`src/include/sc_defs.svh`:
```
// Build-time constants for the smartcard interface.
// Queue depth, divider width and divider reset value.

`ifndef SC_DEFS_SVH
`define SC_DEFS_SVH

// ******************************
// Queue sizing
// ******************************

`define SC_FIFO_DEPTH 4 // Entries in each of the transmit and receive queues.

// ******************************
// Bit timing
// ******************************

`define SC_DIV_W 8 // Width of the host-programmable etu divider.

// One etu is divider+1 clocks, so 7 gives 8 clocks per bit.
`define SC_DIV_RESET 7

`endif

```
`src/hdl/sc_pkg.sv`:
```
// Shared types: Wishbone request and response, receive entry,
// register address map and the divider type.

`default_nettype none

`include "sc_defs.svh"

package sc_pkg;

  // ******************************
  // Host bus
  // ******************************

  typedef struct packed {
    logic       cyc; // Bus cycle in progress.
    logic       stb; // Strobe for this access.
    logic       we;  // 1 for write.
    logic [1:0] adr; // Register select, see regAddr_e.
    logic [7:0] dat; // Write data.
  } wbReq_t;

  typedef struct packed {
    logic       ack; // Registered acknowledge.
    logic [7:0] dat; // Read data, valid with ack.
  } wbRsp_t;

  // Register map.
  typedef enum logic [1:0] {
    DATA    = 2'd0, // Write pushes TX byte, read pops RX entry.
    STATUS  = 2'd1,
    DIVIDER = 2'd2
  } regAddr_e;

  // ******************************
  // Card side
  // ******************************

  typedef struct packed {
    logic [7:0] data;      // Received character.
    logic       parityErr; // Even parity check failed.
  } rxEntry_t;

  typedef logic [`SC_DIV_W-1:0] divider_t;

endpackage

`default_nettype wire

```
`src/hdl/sc_baud_gen.sv`:
```
// Bit-time generator for the transmit shifter.
// One-cycle tick every divider+1 clocks.

`default_nettype none

`include "sc_defs.svh"

module sc_baud_gen (
  input  logic              CLK_I,
  input  logic              RST_I,
  input  sc_pkg::divider_t  divider, // Clocks per etu minus one.
  input  logic              divLoad, // Divider was just rewritten.
  output logic              tick     // Pulses once per etu.
);

  // ******************************
  // Down-counter
  // ******************************

  logic [`SC_DIV_W-1:0] count; // Clocks left until the next tick.

  always_ff @(posedge CLK_I)
  begin
    if (RST_I || divLoad)
    begin
      // Restart the period so a new rate begins on a clean boundary.
      count <= divider;
      tick  <= 1'b0;
    end
    else if (count == '0)
    begin
      count <= divider; // Reload for the next etu.
      tick  <= 1'b1;
    end
    else
    begin
      count <= count - 1'b1;
      tick  <= 1'b0;
    end
  end

endmodule

`default_nettype wire

```
`src/hdl/sc_fifo.sv`:
```
// Synchronous queue with valid/ready on both sides.
// Payload type and depth are parameters.

`default_nettype none

module sc_fifo #(
  parameter type payload_t = logic [7:0],
  parameter int  DEPTH     = 4
) (
  input  logic     CLK_I,
  input  logic     RST_I,
  input  payload_t pushData,
  input  logic     pushValid,
  output logic     pushReady,
  output payload_t popData,
  output logic     popValid,
  input  logic     popReady
);

  localparam int PW = (DEPTH > 1) ? $clog2(DEPTH) : 1; // Pointer width.
  localparam int CW = $clog2(DEPTH + 1);               // Count width.

  payload_t        mem [DEPTH];
  logic [PW-1:0]   wrPtr;
  logic [PW-1:0]   rdPtr;
  logic [CW-1:0]   count; // Entries held.
  logic            doPush;
  logic            doPop;

  assign pushReady = (count != CW'(DEPTH)); // Room for one more.
  assign popValid  = (count != '0);
  assign popData   = mem[rdPtr];            // Head entry, no extra latency.

  assign doPush = pushValid && pushReady;
  assign doPop  = popValid && popReady;

  // ******************************
  // Pointers and occupancy
  // ******************************

  always_ff @(posedge CLK_I)
  begin
    if (RST_I)
    begin
      wrPtr <= '0;
      rdPtr <= '0;
      count <= '0;
    end
    else
    begin
      if (doPush)
        wrPtr <= (wrPtr == PW'(DEPTH - 1)) ? '0 : wrPtr + 1'b1; // Wrap.
      if (doPop)
        rdPtr <= (rdPtr == PW'(DEPTH - 1)) ? '0 : rdPtr + 1'b1;
      if (doPush && !doPop)
        count <= count + 1'b1;
      else if (doPop && !doPush)
        count <= count - 1'b1;
    end
  end

  // Storage.
  always_ff @(posedge CLK_I)
  begin
    if (doPush)
      mem[wrPtr] <= pushData;
  end

endmodule

`default_nettype wire

```
`src/hdl/sc_out_shifter.sv`:
```
// Character serializer for the card IO line.
// Start, eight data bits LSB first, even parity, released guard.

`default_nettype none

module sc_out_shifter (
  input  logic       CLK_I,
  input  logic       RST_I,
  input  logic [7:0] txData,
  input  logic       txValid,
  output logic       txReady,
  input  logic       tick,    // One pulse per etu.
  output logic       scIo,    // 1 releases the line, 0 pulls it low.
  output logic       sending  // Frame in progress.
);

  // ******************************
  // State
  // ******************************

  logic [10:0] shiftReg; // Parity, data, start, released lead-in.
  logic [3:0]  bitCnt;   // Ticks left in the frame; 0 when idle.
  logic        acceptQ;  // A byte was taken last cycle.
  logic        idle;
  logic        accept;
  logic        parity;

  assign idle    = (bitCnt == '0);
  assign txReady = idle && !acceptQ; // One-cycle gap after each take.
  assign accept  = txValid && txReady;
  assign parity  = ^txData;          // Even parity over the byte.

  // Never drive the line between frames.
  assign scIo = idle ? 1'b1 : shiftReg[0];

  // ******************************
  // Control
  // ******************************

  always_ff @(posedge CLK_I)
  begin
    if (RST_I)
    begin
      bitCnt  <= '0;
      sending <= 1'b0;
      acceptQ <= 1'b0;
    end
    else
    begin
      acceptQ <= accept;
      if (accept)
      begin
        bitCnt  <= 4'd12; // Lead-in, start, 8 data, parity, guard.
        sending <= 1'b1;
      end
      else if (!idle && tick)
      begin
        bitCnt <= bitCnt - 1'b1;
        if (bitCnt == 4'd1)
          sending <= 1'b0; // Last tick ends the frame.
      end
    end
  end

  // Frame shifter.
  always_ff @(posedge CLK_I)
  begin
    if (accept)
      shiftReg <= {parity, txData, 2'b01};
    else if (!idle && tick)
      shiftReg <= {1'b1, shiftReg[10:1]}; // Released bits fill behind.
  end

endmodule

`default_nettype wire

```
`src/hdl/sc_in_shifter.sv`:
```
// Character deserializer for the card IO line.
// Start detection, mid-bit sampling and parity check.

`default_nettype none

`include "sc_defs.svh"

module sc_in_shifter (
  input  logic             CLK_I,
  input  logic             RST_I,
  input  logic             scIo,     // Sensed line level, asynchronous.
  input  logic             enable,   // Low while our own frame is on the line.
  input  sc_pkg::divider_t divider,
  output sc_pkg::rxEntry_t rxEntry,
  output logic             rxValid   // One-cycle push strobe.
);

  typedef enum logic [1:0] {
    IDLE,
    START,
    BITS,
    STOP
  } state_e;

  // ******************************
  // Line synchronizer
  // ******************************

  logic sync1;
  logic sync2;
  logic lastLevel; // Previous synchronized level for edge detection.
  logic fallEdge;

  always_ff @(posedge CLK_I)
  begin
    if (RST_I)
    begin
      sync1     <= 1'b1; // Line idles released.
      sync2     <= 1'b1;
      lastLevel <= 1'b1;
    end
    else
    begin
      sync1     <= scIo;
      sync2     <= sync1;
      lastLevel <= sync2;
    end
  end

  assign fallEdge = lastLevel && !sync2;

  // ******************************
  // Bit timing
  // ******************************

  logic [`SC_DIV_W:0]   etuHalf;  // Half an etu, rounded down.
  logic [`SC_DIV_W-1:0] halfLoad; // Counter load for the start sample.
  logic [`SC_DIV_W-1:0] etuCnt;
  logic [3:0]           bitIdx;   // Samples taken in BITS.
  logic [8:0]           rxShift;  // Parity in [8], data LSB in [0].
  state_e               state;

  assign etuHalf  = ({1'b0, divider} + 1'b1) >> 1;
  assign halfLoad = (etuHalf == '0) ? '0 : `SC_DIV_W'(etuHalf - 1'b1);

  always_ff @(posedge CLK_I)
  begin
    if (RST_I)
    begin
      state   <= IDLE;
      etuCnt  <= '0;
      bitIdx  <= '0;
      rxValid <= 1'b0;
    end
    else
    begin
      rxValid <= 1'b0;
      if (!enable)
        state <= IDLE; // Ignore the echo of our own transmission.
      else
      begin
        case (state)
          IDLE:
          begin
            if (fallEdge)
            begin
              etuCnt <= halfLoad; // Aim at the middle of the start bit.
              state  <= START;
            end
          end
          START:
          begin
            if (etuCnt != '0)
              etuCnt <= etuCnt - 1'b1;
            else if (!sync2)
            begin
              etuCnt <= divider; // Start confirmed.
              bitIdx <= '0;
              state  <= BITS;
            end
            else
              state <= IDLE; // Glitch.
          end
          BITS:
          begin
            if (etuCnt != '0)
              etuCnt <= etuCnt - 1'b1;
            else
            begin
              etuCnt <= divider;
              bitIdx <= bitIdx + 1'b1;
              if (bitIdx == 4'd8)
                state <= STOP; // Parity was the last sample.
            end
          end
          STOP:
          begin
            if (etuCnt != '0)
              etuCnt <= etuCnt - 1'b1;
            else
            begin
              rxValid <= 1'b1; // Push one etu after parity.
              state   <= IDLE;
            end
          end
          default: state <= IDLE;
        endcase
      end
    end
  end

  // Sample register, LSB first.
  always_ff @(posedge CLK_I)
  begin
    if (enable && state == BITS && etuCnt == '0)
      rxShift <= {sync2, rxShift[8:1]};
  end

  // Stable from the push until the next start sample.
  assign rxEntry.data      = rxShift[7:0];
  assign rxEntry.parityErr = ^rxShift; // Nonzero means odd count of ones.

endmodule

`default_nettype wire

```
`src/hdl/sc_wb_regs.sv`:
```
// Wishbone slave register block: DATA, STATUS and DIVIDER.

`default_nettype none

`include "sc_defs.svh"

module sc_wb_regs (
  input  logic             CLK_I,
  input  logic             RST_I,
  input  sc_pkg::wbReq_t   wbReq,
  output sc_pkg::wbRsp_t   wbRsp,
  output logic [7:0]       txPushData,
  output logic             txPushValid,
  input  logic             txPushReady,
  input  sc_pkg::rxEntry_t rxHead,
  input  logic             rxValid,
  output logic             rxPop,
  input  logic             sending,
  output sc_pkg::divider_t divider,
  output logic             divLoad
);

  sc_pkg::regAddr_e addr;
  logic             ack;
  logic [7:0]       rdData;
  logic             access;   // New access this cycle.
  logic             canDone;  // Addressed action completes this cycle.
  logic             isData;
  logic [7:0]       status;

  assign addr   = sc_pkg::regAddr_e'(wbReq.adr);
  assign access = wbReq.cyc && wbReq.stb && !ack; // No re-take under ack.
  assign isData = (addr == sc_pkg::DATA);

  // A write to DATA stalls while the TX queue is full.
  assign canDone = !(isData && wbReq.we) || txPushReady;

  // ******************************
  // Queue strobes
  // ******************************

  assign txPushData  = wbReq.dat;
  assign txPushValid = access && wbReq.we && isData;
  assign rxPop       = access && !wbReq.we && isData && rxValid; // Empty read pops nothing.

  // Bit3 is gated so a stale head never shows.
  assign status = {4'b0000, rxHead.parityErr && rxValid, rxValid, !txPushReady, sending};

  always_ff @(posedge CLK_I)
  begin
    if (RST_I)
    begin
      ack     <= 1'b0;
      divLoad <= 1'b0;
      divider <= `SC_DIV_W'(`SC_DIV_RESET);
    end
    else
    begin
      ack     <= access && canDone;
      divLoad <= 1'b0;
      if (access && wbReq.we && addr == sc_pkg::DIVIDER)
      begin
        divider <= wbReq.dat[`SC_DIV_W-1:0];
        divLoad <= 1'b1; // Baud counter restarts on the new value.
      end
    end
  end

  // Read data, captured with the access.
  always_ff @(posedge CLK_I)
  begin
    case (addr)
      sc_pkg::DATA:    rdData <= rxValid ? rxHead.data : 8'h00;
      sc_pkg::STATUS:  rdData <= status;
      sc_pkg::DIVIDER: rdData <= 8'(divider);
      default:         rdData <= 8'h00;
    endcase
  end

  assign wbRsp.ack = ack;
  assign wbRsp.dat = rdData;

endmodule

`default_nettype wire

```
`src/hdl/sc_top.sv`:
```
// Smartcard character interface top level.
// Register block, TX and RX queues, baud generator and shifters.

`default_nettype none

`include "sc_defs.svh"

module sc_top (
  input  logic           CLK_I,
  input  logic           RST_I,
  input  sc_pkg::wbReq_t wbReq,
  output sc_pkg::wbRsp_t wbRsp,
  input  logic           scIoIn,  // Wired-AND of our drive and the card's.
  output logic           scIoOut  // 1 releases, 0 pulls low.
);

  logic [7:0]       txPushData;
  logic             txPushValid;
  logic             txPushReady;
  logic [7:0]       txData;
  logic             txValid;
  logic             txReady;
  sc_pkg::rxEntry_t rxEntry;
  logic             rxEntryValid;
  sc_pkg::rxEntry_t rxHead;
  logic             rxValid;
  logic             rxPop;
  logic             sending;
  sc_pkg::divider_t divider;
  logic             divLoad;
  logic             tick;

  // ******************************
  // Host side
  // ******************************

  sc_wb_regs regs0 (
    .CLK_I, .RST_I, .wbReq, .wbRsp,
    .txPushData, .txPushValid, .txPushReady,
    .rxHead, .rxValid, .rxPop,
    .sending, .divider, .divLoad
  );

  sc_fifo #(.payload_t(logic [7:0]), .DEPTH(`SC_FIFO_DEPTH)) txFifo0 (
    .CLK_I, .RST_I,
    .pushData(txPushData), .pushValid(txPushValid), .pushReady(txPushReady),
    .popData(txData), .popValid(txValid), .popReady(txReady)
  );

  // Full queue drops the entry.
  sc_fifo #(.payload_t(sc_pkg::rxEntry_t), .DEPTH(`SC_FIFO_DEPTH)) rxFifo0 (
    .CLK_I, .RST_I,
    .pushData(rxEntry), .pushValid(rxEntryValid), .pushReady(),
    .popData(rxHead), .popValid(rxValid), .popReady(rxPop)
  );

  // ******************************
  // Card side
  // ******************************

  sc_baud_gen baud0 (.CLK_I, .RST_I, .divider, .divLoad, .tick);

  sc_out_shifter outShift0 (
    .CLK_I, .RST_I, .txData, .txValid, .txReady,
    .tick, .scIo(scIoOut), .sending
  );

  sc_in_shifter inShift0 (
    .CLK_I, .RST_I, .scIo(scIoIn), .enable(!sending), .divider,
    .rxEntry, .rxValid(rxEntryValid)
  );

endmodule

`default_nettype wire

```
`config.mk`:
```
export PLATFORM = sky130hd
export DESIGN_NAME = sc_top
export DESIGN_NICKNAME = d
export VERILOG_FILES = /design/src/hdl/sc_pkg.sv /design/src/hdl/sc_baud_gen.sv /design/src/hdl/sc_fifo.sv /design/src/hdl/sc_out_shifter.sv /design/src/hdl/sc_in_shifter.sv /design/src/hdl/sc_wb_regs.sv /design/src/hdl/sc_top.sv
export VERILOG_INCLUDE_DIRS = /design/src /design/src/include
export SDC_FILE = /design/constraint.sdc
export NUM_CORES = 1
export LEC_CHECK = 0
export BUFFER_PORTS_ARGS = -buffer_cell sky130_fd_sc_hd__buf_2
export CAP_MARGIN = 10
export CORE_MARGIN = 2
export CORE_UTILIZATION = 55
export DETAILED_ROUTE_END_ITERATION = 8
export GPL_ROUTABILITY_DRIVEN = 0
export GPL_TIMING_DRIVEN = 0
export PLACE_DENSITY = 0.71
export SETUP_SLACK_MARGIN = 0.4
export SKIP_CTS_REPAIR_TIMING = 1
export SLEW_MARGIN = 15
export SYNTH_ARGS = -nofsm -noshare
export SYNTH_HDL_FRONTEND = slang
export SYNTH_SLANG_ARGS = --single-unit
```
`constraint.sdc`:
```
create_clock -name CLK_I -period 2.85 [get_ports CLK_I]
set_input_delay 0.57 -clock CLK_I [delete_from_list [all_inputs] [get_ports CLK_I]]
set_output_delay 0.57 -clock CLK_I [all_outputs]
set_load 0.02 [all_outputs]
```
Yosys cells after proc, flatten, opt, wreduce, memory -nomap -nowiden
Memory sizes are Yosys's and may differ from the RTL's. A register that Yosys moved wholly into a read port is not among the register bits.
Cells that the tools add are included.
W data, S select, Z words.

cells by class
  add/subtract/negate cells = 14
  equality and inequality tests = 21
  shift operators = 0
  mux-type cells = 49
  bitwise operators = 2
  $lt $le $gt $ge = 0
  multiply operators = 0
  reduce and logical (&&, ||, !) cells = 61
  div/mod/pow operators = 0

operators by type and width
  operator               count
  $mux W8                9
  $pmux W8 S4            1
  $mux W2                14
  $logic_and A1 B1 Y1    24
  $pmux W8 S3            1
  $sub A8 B1 Y8 const B  3
  $mux W11               2
  $mux W4                5
  $logic_not A8 Y1       2
  $eq A2 B2 Y1 const B   7
  $logic_not A1 Y1       12
  $mux W3                4
  $mux W1                11
  $reduce_and A5 Y1      2
  $reduce_bool A2 Y1     5
  $add A8 B1 Y9 const B  1
  $logic_not A9 Y1       1
  $ne A3 B3 Y1 const B   3
  $reduce_xor A9 Y1      1
  $add A2 B1 Y2 const B  4
  $ne A2 B2 Y1 const B   4
  $pmux W2 S4            1
  $pmux W4 S2            1
  $reduce_bool A8 Y1     1
  other kinds (18)       28

storage, ports and cells
  bits in latches = 0
  bits in registers = 85
  ROM bits = 0
  memory bits (writable) = 68
  memories = 2
  bits of input ports = 16
  output and inout port bits = 10

memories
  name         depth  width  read ports  clocked after Yosys merged registers in  wr ports  line           source
  rxFifo0.mem  4      9      1           1                                        1         sc_fifo.sv:23  payload_t mem [DEPTH];
  txFifo0.mem  4      8      1           1                                        1         sc_fifo.sv:23

Longest topological paths before layout
  depth in word-level cells = 9
  depth in mapped cells = 11
  depth with buffers taken out = 11

Hierarchy
A second synthesis with hierarchy kept.

second synthesis, totals
  cells, all modules = 644
  area total of the unflattened synthesis = 7706.1 sq um

modules (own cells, without submodules)
  module              area an instance (sq um)  times used  cells an instance
  sc_in_shifter       2162.1                    1           252
  sc_fifo at rxFifo0  1776.7                    1           95
  sc_fifo at txFifo0  1634.1                    1           90
  sc_out_shifter      827.0                     1           69
  sc_wb_regs          820.8                     1           89
  sc_baud_gen         481.7                     1           48
  sc_top              3.8                       1           1

Least setup slack after synthesis
Ideal clock, no wire load.

  path type = input to register
  start point = input wbReq[9] in the netlist's numbering
  end point = register txFifo0.count[2]
  required time = 2.779 ns
  stages = 10
  library setup time = 0.071 ns
  data arrival time = 2.681 ns
  setup slack = 0.098 ns
  path through = clkbuf_1 -> nor2_1 -> nand2_1 -> nor3_1 -> ha_1 -> inv_1 -> fa_1 -> xor2_1 -> or3_1 -> a21oi_1

on the way
  word-level cells in the longest chain between the ends = 6
  elaborated cells between the ends (all ways) = 8
  those cells by class = mux (1); reduce/logical (7)

RTL lines
  what                                 line              source
  start, declared                      sc_top.sv:11      input sc_pkg::wbReq_t wbReq,
  $logic_not A2 Y1 (*)                 sc_wb_regs.sv:33  assign isData = (addr == sc_pkg::DATA);
  $logic_and A1 B1 Y1 (*)              sc_wb_regs.sv:43  assign txPushValid = access && wbReq.we && isData;
  $logic_and A1 B1 Y1 (*)              sc_fifo.sv:34     assign doPush = pushValid && pushReady;
  via txFifo0.doPush                   sc_fifo.sv:27     logic doPush;
  $logic_not A1 Y1                     sc_fifo.sv:57     else if (doPop && !doPush)
  $logic_and A1 B1 Y1                  sc_fifo.sv:57
  $reduce_bool A2 Y1 (no source line)  --
  end signal, assigned                 sc_fifo.sv:56     count <= count + 1'b1;
  end signal, assigned                 sc_fifo.sv:58     count <= count - 1'b1;
  end, declared                        sc_fifo.sv:26     logic [CW-1:0] count;

Mark *: on every way through the listed nets, which the timed path passes. The rest lies on a longest branch.
A chain may end at the register's enable or synchronous reset.

Worst setup path after layout
  start point = register txFifo0.count[0]
  end point = register txFifo0.count[2]

on the way
  word-level cells in the longest chain between the ends = 5
  elaborated cells between the ends (all ways) = 13
  those cells by class = add/sub (2); eq/ne (1); mux (2); reduce/logical (8)

RTL lines
  what
  branches (longest 5 deep; another with $sub A3 B1 Y3)

Several ways; the timed one is not identified. The select of a mux whose other input is x is not followed.

==> qor.yml <==
grt:
  grt_pass1_wl_um: 23390
  grt_max_degree: 17
  grt-ovfl-total: 0
  antenna_found_initial: 0
  track_usage_pct: 21.80
  first_global_vias: 4639
synth:
  synth.area.top_cells: "edfxtp_1, dfxtp_1, mux4_2"
  synthDistinctLibCells: 62
  synth_edf_count: 86
  syn_inst: 590
  synthFlopType: "edfxtp_1"
  yosys-top-cells-count: "edfxtp_1, dfxtp_1, nor2_1, nand2_1"
  synth_top_area_cell: "edfxtp_1"
  ys_async_sr_fraction_pct: 0
  seq_area_frac_synth_pct: 56.14
  netlist_area_um2: 7132
  synth_seq_cells: 157
  synth_fp_nets: 636
  yosys_warnings: 0
  synth_top_area_share_pct: 36.21
  yosysMostFrequentCell: "edfxtp_1"
  avgSynthCellArea_um2: 12.09
drt:
  wirelength_um: 14680
  drt_iter0_drc: 328
  vias: 4774
  wl_per_cell_um: 17.81
  dr.pass1.iters: 4
  drc: 0
  vias_per_cell: 5.794
  ant_nets: 0
pwr:
  peakVddDrop_uv: 818.2
  leakagePower_uw: 0.002916
  pwr_density_cell_nw_per_um2: 805.1
  power_uw: 6581
die:
  die_area_um2: 13890
  initial_core_util_pct: 56.51
  io_pins: 26
  coreArea_um2: 12620
  fp.dieW_um: 117.9
  rows: 41
  die_height_um: 117.9
flow_run:
  max_cap_viol_count: 0
clock_tree:
  clockBufferDepth: 2
  insertion_delay_ns: 0.42
  cts-root-buf: "clkbuf_16"
  cts_sinks: 157
  cts_tree: "done"
  clkTransAtPathRegs_ns: 0.06
  cts_buffers: 17
  htree_levels: 4
status:
  status: "finished clean"
sta:
  rsz0062_at_grt: "true"
  tightest_slew_ns: 0.7230
  period_share_pct: 84.57
  setup_viol: 0
  final_max_slew_viol_count: 0
  max_freq_mhz: 414.9
  final_hold_viol_count: 0
  final.setup.tns_ns: 0
  hold_ws_ns: 0.3379
  finClkSkew_ns: 0.005335
  min_period_ns: 2.410
  maxSlewHeadroom_pct: 51.80
final_layout:
  final_nets: 685
  drive_gt1_share_pct: 17.33
  postLayoutCoreUtil_pct: 64.77
  antenna_cells: 0
  syn_to_final_growth_pct: 14.61
min_path:
  hold_start: "scIoIn"
  min_path_cells: 2
  hp-class: "in -> reg"
  worstHoldEndpoint: "inShift0.sync1"
worst_setup_path:
  slowest_delay_ns: 0.40
  rr_worst_depth: 9
  crit_chain: "nor3_1, nor3_2, inv_2, ha_1, inv_1, fa_1, xor2_1, or3_1, a21oi_1"
  cp.arrival_ns: 2.76
  crit-reg2reg-launch: "txFifo0.count[0]"
  cp-end-kind: "flop"
  r2r_slack_ns: 0.44
  cpMaxStageDelayCell: "nor3_1"
  path_max_fanout: 6
  cp_data_required_time_ns: 3.20
  r2r_end: "txFifo0.count[2]"
  start_kind: "flop"
  worstSetupPathType: "reg -> reg"
placed_design:
  port_buffers: 24
  hpwl_um: 10020
[stage by stage]
| step | setup WS, ns | instances | instance area (um2) |
|---|---|---|---|
| after detailed placement | -0.01471 | 786 | 7490 |
| after global routing | 0.3105 | 824 | 8174 |
| after global placement | -0.1722 | 786 | 7485 |
| after floorplan | 0.3870 | 590 | 7149 |
| after CTS | 0.1831 | 818 | 8084 |
| final | 0.4396 | 824 | 8174 |
[per-layer routing]
| metal | part of all wire [%] | GRT usage, % | vias up |
|---|---|---|---|
| met4 | 2.0 | 8.735 | 0 |
| met1 | 46 | 29.56 | 2367 |
| met5 | 0 | 0 | - |
| met2 | 48 | 34.92 | 125 |
| met3 | 4.6 | 4.021 | 22 |
| li1 | - | - | 2260 |
[cells by family (layout without fill, tap and decap cells)]
group                    count (synthesis)  in the layout  synth area share [%]
AO/OA/AOI/OAI                          100            100                 10.02
adder cells (fa/ha/maj)                 30             30                 5.474
multiplexers                            36             36                 8.088
buffers and inverters                   54            116                 3.000
flip-flops                             157            157                 56.14
XOR/XNOR                                39             39                 4.790
AND/OR/NAND/NOR                        174            174                 12.49
[worst max path at each step]
stage	startpoint	endpoint	slack, ns	cells after the start
after floorplan	wbReq[9]	txFifo0.count[2]	0.39	10
after global placement	inShift0.etuCnt[0]	inShift0.rxShift[0]	-0.17	6
after detailed placement	wbReq[9]	rxFifo0.count[2]	-0.01	10
after CTS	rxFifo0.count[0]	rxFifo0.count[2]	0.18	10
after global routing	outShift0.bitCnt[0]	txFifo0.count[2]	0.31	11
final	txFifo0.count[0]	txFifo0.count[2]	0.44	9
[cell usage in the layout, fill, tap and decap left out, types with 6 or more instances in the layout]
master | Yosys | layout
edfxtp_1 | 86 | 86
dfxtp_1 | 71 | 69
nor2_1 | 49 | 48
nand2_1 | 40 | 39
buf_2 | 6 | 30
xnor2_1 | 28 | 28
ha_1 | 28 | 28
inv_1 | 27 | 27
o21ai_0 | 25 | 25
mux4_2 | 17 | 17
clkbuf_16 | 0 | 17
clkbuf_1 | 16 | 16
a21oi_1 | 16 | 16
mux2i_1 | 16 | 16
nor3_1 | 17 | 15
and2_1 | 11 | 11
xor2_1 | 11 | 11
nand3_1 | 10 | 10
a22o_1 | 10 | 10
a22oi_1 | 7 | 7
nor2b_1 | 6 | 6
buf_4 | 1 | 6
[final cells by class]
cell class / instances / area [um2]
Buffer: 26 / 110.1
Clock buffer: 17 / 425.4
Clock inverter: 15 / 168.9
Fill cell: 969 / 4446
Inverter: 28 / 105.1
Multi-Input combinational cell: 379 / 2965
Sequential cell: 157 / 4006
Tap cell: 172 / 215.2
Timing Repair Buffer: 30 / 177.7
[critical path, delay by kind of cell (launching register included)]
kind / cells / cell delay (ns)
AO/OA/AOI/OAI: 1 / 0.15
XOR/XNOR: 1 / 0.17
adder cells (fa/ha/maj): 2 / 0.59
buffers and inverters: 2 / 0.21
flip-flops: 1 / 0.36
AND/OR/NAND/NOR: 3 / 0.84
[state kept, by name (all words and copies together), names as in the netlist, 2 cells and up, named ones only]
signal	cells
outShift0.bitCnt	4
rxFifo0.count	3
outShift0.shiftReg	11
inShift0.rxShift	9
inShift0.bitIdx	4
baud0.count	8
rxFifo0.wrPtr	2
inShift0.etuCnt	8
txFifo0.wrPtr	2
regs0.rdData	8
rxFifo0.rdPtr	2
txFifo0.mem	32
regs0.divider	8
rxFifo0.mem	36
txFifo0.rdPtr	2
txFifo0.count	3
[report_power, final]
part / internal [uW] / leakage, uW / switching, uW / total (uW)
clock network: 1370 / 0.000291 / 906 / 2280
registers: 2610 / 0.00136 / 149 / 2760
logic: 631 / 0.00127 / 914 / 1540
No activity file was read; power rests on OpenSTA's default activity.
